File: src/verilog/frep_pkg.sv
/*
 * FREP front end shared types
 * Holds the instruction word views, the loop configuration that the
 * decoder hands to the sequencer, and the opcode that marks a loop header
 */

`default_nettype none

package frep_pkg;

    //////////////////////////////////////////////////
    // Field widths
    //////////////////////////////////////////////////

    // Body length in words, 1 to 16, so it needs five bits
    localparam int unsigned BODY_LEN_W = 5;
    // Extra repetitions, the body runs max_rep plus one times
    localparam int unsigned MAX_REP_W  = 12;

    // Opcode that turns an instruction word into a loop header
    localparam logic [7:0] FREP_OPCODE = 8'h8b;

    //////////////////////////////////////////////////
    // Instruction word views
    //////////////////////////////////////////////////

    // Loop header layout, opcode in the top byte
    typedef struct packed {
        logic [7:0]           opcode;
        logic [7:0]           reserved;
        logic [MAX_REP_W-1:0] max_rep;
        logic [3:0]           body_len_m1;
    } frep_hdr_t;

    // Plain floating-point operation, opcode in the same place as the header
    typedef struct packed {
        logic [7:0] opcode;
        logic [4:0] rd;
        logic [4:0] rs1;
        logic [4:0] rs2;
        logic [8:0] funct;
    } fp_op_t;

    // One 32-bit word, read as a header or as an operation by its opcode
    typedef union packed {
        logic [31:0] raw;
        frep_hdr_t   hdr;
        fp_op_t      op;
    } insn_u;

    // Loop configuration passed from decoder to sequencer
    typedef struct packed {
        logic [BODY_LEN_W-1:0] body_len;
        logic [MAX_REP_W-1:0]  max_rep;
    } loop_cfg_t;

endpackage

`default_nettype wire

File: src/verilog/insn_ring_buffer.sv
/*
 * Instruction ring buffer
 * Sequential writes from the loop decoder, random reads by the sequencer
 * inside the occupied range, and a read pointer that only moves when the
 * sequencer releases a whole block through advance and step
 */

`timescale 1ns/1ps
`default_nettype none

module insn_ring_buffer #(
    parameter int unsigned DEPTH = 16,
    localparam int unsigned ADDR_W = $clog2(DEPTH),
    localparam int unsigned STEP_W = $clog2(DEPTH + 1)
) (
    input  wire logic              clk_i,
    input  wire logic              rst_n_i,

    // Sequential write port
    input  wire logic              wr_valid_i,
    output logic                   wr_ready_o,
    input  wire frep_pkg::insn_u   wr_data_i,

    // Random access read port, bounded to the occupied range
    input  wire logic              rd_valid_i,
    output logic                   rd_ready_o,
    input  wire logic [ADDR_W-1:0] rd_addr_i,
    output frep_pkg::insn_u        rd_data_o,

    // Read pointer release
    input  wire logic              advance_i,
    input  wire logic [STEP_W-1:0] step_i,

    // Status
    output logic [ADDR_W-1:0]      rptr_o,
    output logic                   empty_o
);

    import frep_pkg::*;

    //////////////////////////////////////////////////
    // Storage and pointers
    //////////////////////////////////////////////////

    insn_u mem_q [DEPTH];

    // Pointers carry one extra wrap bit so full and empty differ
    logic [ADDR_W:0] wptr_q;
    logic [ADDR_W:0] rptr_q;

    // Number of occupied entries, 0 to DEPTH
    logic [ADDR_W:0] count;
    // Distance of the requested address from the read pointer
    logic [ADDR_W-1:0] rd_offset;
    logic full;
    logic wr_fire;

    assign count     = wptr_q - rptr_q;
    assign empty_o   = (count == '0);
    // Full only when the count has reached DEPTH, which sets the top bit
    assign full      = count[ADDR_W];
    assign wr_fire   = wr_valid_i && wr_ready_o;

    assign wr_ready_o = !full;

    // Entries are written in order at the write pointer
    always_ff @(posedge clk_i) begin
        if (wr_fire) begin
            mem_q[wptr_q[ADDR_W-1:0]] <= wr_data_i;
        end
    end

    always_ff @(posedge clk_i) begin
        if (!rst_n_i) begin
            wptr_q <= '0;
            rptr_q <= '0;
        end else begin
            if (wr_fire) begin
                wptr_q <= wptr_q + 1'b1;
            end
            // A whole block is freed at once, step is its body length
            if (advance_i) begin
                rptr_q <= rptr_q + (ADDR_W + 1)'(step_i);
            end
        end
    end

    //////////////////////////////////////////////////
    // Read side
    //////////////////////////////////////////////////

    // Modulo distance handles the wrapped case without extra compares
    assign rd_offset = rd_addr_i - rptr_q[ADDR_W-1:0];

    // The request is served only once the address holds a written word,
    // so the sequencer simply waits for the decoder to catch up
    assign rd_ready_o = rd_valid_i && ({1'b0, rd_offset} < count);

    // Same-cycle read data
    assign rd_data_o = mem_q[rd_addr_i];

    assign rptr_o = rptr_q[ADDR_W-1:0];

endmodule

`default_nettype wire

File: src/verilog/frep_decoder.sv
/*
 * FREP loop decoder
 * Splits the input stream into loop headers, body words and standalone
 * operations, writes all but the headers into the ring buffer and hands
 * one loop configuration per block to the sequencer
 */

`timescale 1ns/1ps
`default_nettype none

module frep_decoder (
    input  wire logic               clk_i,
    input  wire logic               rst_n_i,

    // Instruction input
    input  wire logic               in_valid_i,
    output logic                    in_ready_o,
    input  wire frep_pkg::insn_u    in_insn_i,

    // Ring buffer write side
    output logic                    wr_valid_o,
    input  wire logic               wr_ready_i,
    output frep_pkg::insn_u         wr_data_o,

    // Configuration towards the sequencer
    output logic                    cfg_valid_o,
    output frep_pkg::loop_cfg_t     cfg_o,
    input  wire logic               cfg_take_i
);

    import frep_pkg::*;

    // Body words still expected after the last header
    logic [BODY_LEN_W-1:0] body_rem_q;
    logic                  cfg_valid_q;
    loop_cfg_t             cfg_q;
    loop_cfg_t             cfg_d;

    logic body_open;
    logic is_hdr;
    logic slot_free;
    logic in_fire;
    logic new_cfg;

    assign body_open = (body_rem_q != '0);
    // Outside a body the opcode decides how the word is read
    assign is_hdr    = (in_insn_i.hdr.opcode == FREP_OPCODE);
    // The pending configuration leaves this cycle or there is none
    assign slot_free = !cfg_valid_q || cfg_take_i;

    always_comb begin
        if (body_open) begin
            // Body words go straight through to the buffer
            in_ready_o = wr_ready_i;
            wr_valid_o = in_valid_i;
        end else if (is_hdr) begin
            // Headers only need a free configuration slot
            in_ready_o = slot_free;
            wr_valid_o = 1'b0;
        end else begin
            in_ready_o = slot_free && wr_ready_i;
            wr_valid_o = in_valid_i && slot_free;
        end
    end

    assign in_fire   = in_valid_i && in_ready_o;
    assign new_cfg   = in_fire && !body_open;
    assign wr_data_o = in_insn_i;

    // A standalone word is a loop of one word that runs once
    always_comb begin
        if (is_hdr) begin
            cfg_d.body_len = {1'b0, in_insn_i.hdr.body_len_m1} + 1'b1;
            cfg_d.max_rep  = in_insn_i.hdr.max_rep;
        end else begin
            cfg_d.body_len = BODY_LEN_W'(1);
            cfg_d.max_rep  = '0;
        end
    end

    always_ff @(posedge clk_i) begin
        if (!rst_n_i) begin
            body_rem_q  <= '0;
            cfg_valid_q <= 1'b0;
        end else begin
            if (new_cfg && is_hdr) begin
                body_rem_q <= cfg_d.body_len;
            end else if (in_fire && body_open) begin
                body_rem_q <= body_rem_q - 1'b1;
            end
            if (new_cfg) begin
                cfg_valid_q <= 1'b1;
            end else if (cfg_take_i) begin
                cfg_valid_q <= 1'b0;
            end
        end
    end

    always_ff @(posedge clk_i) begin
        if (new_cfg) begin
            cfg_q <= cfg_d;
        end
    end

    assign cfg_valid_o = cfg_valid_q;
    assign cfg_o       = cfg_q;

endmodule

`default_nettype wire

File: src/verilog/frep_sequencer.sv
/*
 * FREP loop sequencer
 * Takes one loop configuration while idle, replays the buffered body
 * by random reads as many times as requested and then releases the
 * block by stepping the buffer's read pointer past it
 */

`timescale 1ns/1ps
`default_nettype none

module frep_sequencer #(
    parameter int unsigned DEPTH = 16,
    localparam int unsigned ADDR_W = $clog2(DEPTH),
    localparam int unsigned STEP_W = $clog2(DEPTH + 1)
) (
    input  wire logic                clk_i,
    input  wire logic                rst_n_i,

    // Configuration from the decoder
    input  wire logic                cfg_valid_i,
    input  wire frep_pkg::loop_cfg_t cfg_i,
    output logic                     cfg_take_o,

    // Ring buffer read side
    input  wire logic [ADDR_W-1:0]   rptr_i,
    output logic                     rd_valid_o,
    input  wire logic                rd_ready_i,
    output logic [ADDR_W-1:0]        rd_addr_o,
    input  wire frep_pkg::insn_u     rd_data_i,
    output logic                     advance_o,
    output logic [STEP_W-1:0]        step_o,

    // Issue port
    output logic                     out_valid_o,
    input  wire logic                out_ready_i,
    output frep_pkg::insn_u          out_insn_o
);

    import frep_pkg::*;

    //////////////////////////////////////////////////
    // Loop state
    //////////////////////////////////////////////////

    logic                  busy_q;
    loop_cfg_t             cfg_q;
    // First entry of the block, the read pointer when it was taken
    logic [ADDR_W-1:0]     base_q;
    logic [BODY_LEN_W-1:0] idx_q;
    logic [MAX_REP_W-1:0]  rep_q;

    logic issue;
    logic last_word;
    logic last_rep;

    // The previous block is released at the edge that ends it, so the
    // read pointer already points at the next block while idle
    assign cfg_take_o = !busy_q && cfg_valid_i;

    assign last_word = (idx_q == cfg_q.body_len - 1'b1);
    assign last_rep  = (rep_q == cfg_q.max_rep);

    always_ff @(posedge clk_i) begin
        if (!rst_n_i) begin
            busy_q <= 1'b0;
            idx_q  <= '0;
            rep_q  <= '0;
        end else if (!busy_q) begin
            if (cfg_valid_i) begin
                busy_q <= 1'b1;
                idx_q  <= '0;
                rep_q  <= '0;
            end
        end else if (issue) begin
            if (last_word) begin
                idx_q <= '0;
                if (last_rep) begin
                    busy_q <= 1'b0;
                end else begin
                    rep_q <= rep_q + 1'b1;
                end
            end else begin
                idx_q <= idx_q + 1'b1;
            end
        end
    end

    always_ff @(posedge clk_i) begin
        if (cfg_take_o) begin
            cfg_q  <= cfg_i;
            base_q <= rptr_i;
        end
    end

    //////////////////////////////////////////////////
    // Read and issue
    //////////////////////////////////////////////////

    // Address arithmetic wraps at DEPTH on its own
    assign rd_valid_o = busy_q;
    assign rd_addr_o  = base_q + ADDR_W'(idx_q);

    // A word is ready once the buffer holds it
    assign out_valid_o = busy_q && rd_ready_i;
    assign out_insn_o  = rd_data_i;

    // Indices only move on an accepted issue, stalls skip nothing
    assign issue = out_valid_o && out_ready_i;

    // Free the whole block after its very last issue
    assign advance_o = issue && last_word && last_rep;
    assign step_o    = STEP_W'(cfg_q.body_len);

endmodule

`default_nettype wire

File: src/verilog/frep_top.sv
/*
 * FREP front end top level
 * Loop decoder feeds the instruction ring buffer, the sequencer replays
 * the buffered blocks onto the output
 */

`timescale 1ns/1ps
`default_nettype none

module frep_top #(
    parameter int unsigned DEPTH = 16
) (
    input  wire logic             clk_i,
    input  wire logic             rst_n_i,
    input  wire logic             in_valid_i,
    output logic                  in_ready_o,
    input  wire frep_pkg::insn_u  in_insn_i,
    output logic                  out_valid_o,
    input  wire logic             out_ready_i,
    output frep_pkg::insn_u       out_insn_o,
    output logic                  buf_empty_o
);

    import frep_pkg::*;

    localparam int unsigned ADDR_W = $clog2(DEPTH);
    localparam int unsigned STEP_W = $clog2(DEPTH + 1);

    // Decoder to buffer
    logic  wr_valid;
    logic  wr_ready;
    insn_u wr_data;

    // Decoder to sequencer
    logic      cfg_valid;
    loop_cfg_t cfg;
    logic      cfg_take;

    // Sequencer to buffer
    logic              rd_valid;
    logic              rd_ready;
    logic [ADDR_W-1:0] rd_addr;
    insn_u             rd_data;
    logic              advance;
    logic [STEP_W-1:0] step;
    logic [ADDR_W-1:0] rptr;

    frep_decoder u_decoder (
        .clk_i       (clk_i),
        .rst_n_i     (rst_n_i),
        .in_valid_i  (in_valid_i),
        .in_ready_o  (in_ready_o),
        .in_insn_i   (in_insn_i),
        .wr_valid_o  (wr_valid),
        .wr_ready_i  (wr_ready),
        .wr_data_o   (wr_data),
        .cfg_valid_o (cfg_valid),
        .cfg_o       (cfg),
        .cfg_take_i  (cfg_take)
    );

    insn_ring_buffer #(
        .DEPTH (DEPTH)
    ) u_buffer (
        .clk_i      (clk_i),
        .rst_n_i    (rst_n_i),
        .wr_valid_i (wr_valid),
        .wr_ready_o (wr_ready),
        .wr_data_i  (wr_data),
        .rd_valid_i (rd_valid),
        .rd_ready_o (rd_ready),
        .rd_addr_i  (rd_addr),
        .rd_data_o  (rd_data),
        .advance_i  (advance),
        .step_i     (step),
        .rptr_o     (rptr),
        .empty_o    (buf_empty_o)
    );

    frep_sequencer #(
        .DEPTH (DEPTH)
    ) u_sequencer (
        .clk_i       (clk_i),
        .rst_n_i     (rst_n_i),
        .cfg_valid_i (cfg_valid),
        .cfg_i       (cfg),
        .cfg_take_o  (cfg_take),
        .rptr_i      (rptr),
        .rd_valid_o  (rd_valid),
        .rd_ready_i  (rd_ready),
        .rd_addr_o   (rd_addr),
        .rd_data_i   (rd_data),
        .advance_o   (advance),
        .step_o      (step),
        .out_valid_o (out_valid_o),
        .out_ready_i (out_ready_i),
        .out_insn_o  (out_insn_o)
    );

endmodule

`default_nettype wire

File: config.mk
export PLATFORM = sky130hd
export DESIGN_NAME = frep_top
export DESIGN_NICKNAME = d
export VERILOG_FILES = /design/src/verilog/frep_pkg.sv /design/src/verilog/insn_ring_buffer.sv /design/src/verilog/frep_decoder.sv /design/src/verilog/frep_sequencer.sv /design/src/verilog/frep_top.sv
export SDC_FILE = /design/constraint.sdc
export NUM_CORES = 1
export LEC_CHECK = 0
export BUFFER_PORTS_ARGS = -buffer_cell sky130_fd_sc_hd__clkbuf_2
export CELL_PAD_IN_SITES_DETAIL_PLACEMENT = 1
export CELL_PAD_IN_SITES_GLOBAL_PLACEMENT = 1
export CORE_ASPECT_RATIO = 0.8
export CORE_MARGIN = 2
export CORE_UTILIZATION = 45
export CTS_CLUSTER_DIAMETER = 40
export DETAILED_ROUTE_END_ITERATION = 12
export PLACE_DENSITY_LB_ADDON = 0.1
export SETUP_SLACK_MARGIN = 0.1
export SLEW_MARGIN = 20
export SYNTH_ARGS = -nofsm -noshare
export SYNTH_HDL_FRONTEND = slang
export SYNTH_SLANG_ARGS = --single-unit
File: constraint.sdc
create_clock -name clk_i -period 12 [get_ports clk_i]
set_clock_uncertainty 0.15 [all_clocks]
set_input_delay 1.2 -clock clk_i [delete_from_list [all_inputs] [get_ports clk_i]]
set_output_delay 1.2 -clock clk_i [all_outputs]
set_load 0.02 [all_outputs]
==> results.toml <==
[floorplanning]
dieArea_um2 = 54200
rows = 74
die_x_um = 260
die_height_um = 209
start_util_pct = 45.8
fp.coreArea_um2 = 51400
io_pins = 71

[cells_and_area]
layout_common_cells = "edfxtp_1, mux4_2, nand2_1"
final_layout_size_suffix_gt1_share_pct = 26.9
area_growth_pct = 16.2
final_util_pct = 53.2
antenna_cells = 0
finalInstanceArea_um2 = 27400
final_common_cell = "edfxtp_1"
nNetsFinal = 1437

[clock_tree]
worst_skew_pair.late_latency_ps = 610
cts_tree = "yes"
cts_resized = 0
cts_made_buffers = 78
h-tree-depth = 3
cts_sinks = 584
clk_path_buf_depth = 3
post_cts_buffers = 0
cts_root_buffer = "clkbuf_16"
hold_buffers = 0
path_clk_slew_ps = 50

[global_route]
first_global_vias = 13000
antenna_found_initial = 0
grt_overflow = 0
grt_pass1_wl_um = 86400
grt_usage_pct = 21.8
grt_start_max_net_pins = 96

[critical_path]
end_kind = "output port"
cp.required_ps = 10650
cp.arrival_ps = 5140
reg2reg_from = "u_sequencer.idx_q[0]"
crit_start = "u_sequencer.idx_q[0]"
crit_type = "reg -> out"
startpoint_type = "flop"
cp_max_fo = 49

[logic_synthesis]
synth-main-ff-cell = "edfxtp_1"
synth-xor-area-share_pct = 1.34
synth-simple-area-share_pct = 5.22
synth_edf_count = 550
yosysUniqueCellTypes = 61
synth_compound_area_share_pct = 4.37
yosysWarnings = 0
postSynthAreaPerCell_um2 = 18.7
synthArstFlopShare_pct = 0
yosys.area_share.adder_pct = 1.72
syn-num-nets = 1325
synth_top_family_by_area = "multiplexers"
synthCells = 1259
seq_area_frac_synth_pct = 73.0
synth_seq_cells = 584
synthMuxAreaShare_pct = 12.6
synth_area_um2 = 23600

[detailed_routing]
ant_nets = 0
via_per_inst = 5.79
drt-initial-drc-count = 1016
vias = 12300
drcViolationCount = 0
wl_per_cell_um = 27.2
wl_um = 57500
drt_pass1_iterations = 5

[place]
dp_hpwl_um = 29200
placed_area_um2 = 24800
gp_congestion = 0.759
portBuffers = 70

[sta]
tightest_slew_ps = 1090
finalSetupViolCount = 0
achievable-frequency_mhz = 154
fin_crit_ps = 6490
fin_hold_ws_ps = 268
finalHoldViolations = 0
rsz0062_at_grt = "no"
finalMaxSlewViolations = 0
min_period_over_period_pct = 54.0
setup_tns_ps = 0
maxSlewHeadroom_pct = 27.1

[worst_hold_path]
worstHoldStart = "u_decoder.cfg_o[11]"
hp-class = "reg -> reg"

[run]
cap_violations = 0

[pwr]
ir_drop_mv = 0.184
power_per_cell_area_nw_per_um2 = 204
power.leakage_uw = 0.00901

[run_status]
status = "finished, final reports clean"
==> routing by layer <==
layer / vias up / global-route usage (%) / wire, µm / part of all wire [%]
li1: 5336 / - / - / -
met1: 6547 / 32.1 / 26900 / 47
met2: 272 / 33.2 / 26700 / 46
met3: 95 / 4.42 / 2590 / 4.5
met4: 0 / 6.00 / 1320 / 2.3
met5: - / 0 / 0 / 0
==> stage by stage <==
stage,worst slack (ps),power [µW],std cells
floorplan,6710,3040,1259
global placement,6170,3330,1975
detailed placement,6100,3340,1975
CTS,5440,5630,2114
global route,5250,5780,2114
finish,5510,5570,2114
==> cells by family (layout without fill, tap and decap cells) <==
logic type / after synthesis / in the layout
simple gates: 237 / 237
compound gates: 146 / 146
buf+inv: 90 / 261
mux: 136 / 136
flops: 584 / 584
fa+ha+maj: 30 / 30
xor+xnor: 36 / 36
==> worst paths after layout <==
path | slack, ps | cells after the start | endpoint
setup / recovery | 5510 | 13 | out_valid_o
hold / removal | 270 | 0 | u_sequencer.cfg_q[11]
setup reg to reg | 6610 | 14 | u_sequencer.idx_q[3]
hold reg to reg | 270 | 0 | u_sequencer.cfg_q[11]
==> worst max-delay path, stage by stage (launching register included) <==
cell and delay (ps):
dfxtp_1 400, ha_4 210, fa_4 1110, buf_4 720, ha_1 370, a21o_1 160, a21oi_1 180, xnor2_1 150
xnor2_1 90, ha_1 330, o21ai_0 160, o21ai_0 170, a21oi_1 270, clkbuf_2 220
==> layout make-up <==
class                      instances  area [µm²]
fill                            4637       24000
sequential                       584       17200
multi-input combinational        585        6090
clock buffer                      88        2020
tap                              684         856
timing repair buffer              96         558
clock inverter                    51         544
inverter                          26        97.6
==> where the power goes <==
| group | switching, µW | internal, µW |
|---|---|---|
| sequential | 40.2 | 2320 |
| clock | 904 | 1380 |
| combinational | 550 | 371 |
==> state kept, by name (all words and copies together), names as in the netlist, 12 cells and up <==
register           flops
u_buffer.mem_q       512
u_sequencer.cfg_q     12
u_decoder.cfg_o       17
u_sequencer.rep_q     12
==> cells in the mapped netlist, types with 3 or more instances <==
| master | number | area [µm²] |
|---|---|---|
| a31oi_1 | 35 | 219 |
| a21boi_0 | 3 | 22.5 |
| clkbuf_1 | 42 | 158 |
| nor2_1 | 33 | 124 |
| inv_1 | 26 | 97.6 |
| xnor2_1 | 29 | 254 |
| or3_1 | 6 | 37.5 |
| a21oi_1 | 24 | 120 |
| and2_0 | 5 | 31.3 |
| and2_1 | 30 | 188 |
| a211oi_1 | 36 | 270 |
| a21o_1 | 9 | 67.6 |
| and3_1 | 13 | 81.3 |
| ha_1 | 26 | 325 |
| o211a_1 | 3 | 30.0 |
| nor3_1 | 10 | 50.1 |
| nand4_1 | 11 | 68.8 |
| and3_2 | 4 | 30.0 |
| edfxtp_1 | 550 | 16500 |
| clkbuf_8 | 3 | 41.3 |
| o21ai_0 | 8 | 40.0 |
| xor2_1 | 7 | 61.3 |
| mux2i_1 | 7 | 70.1 |
| dfxtp_1 | 34 | 681 |
| nand3_1 | 17 | 85.1 |
| o2111ai_1 | 4 | 35.0 |
| nand2b_1 | 8 | 50.1 |
| fa_1 | 4 | 80.1 |
| o211ai_1 | 8 | 60.1 |
| mux4_2 | 128 | 2880 |
| buf_2 | 15 | 75.1 |
| nand2_1 | 84 | 315 |
Note: power is estimated with default switching activity, not from simulation.
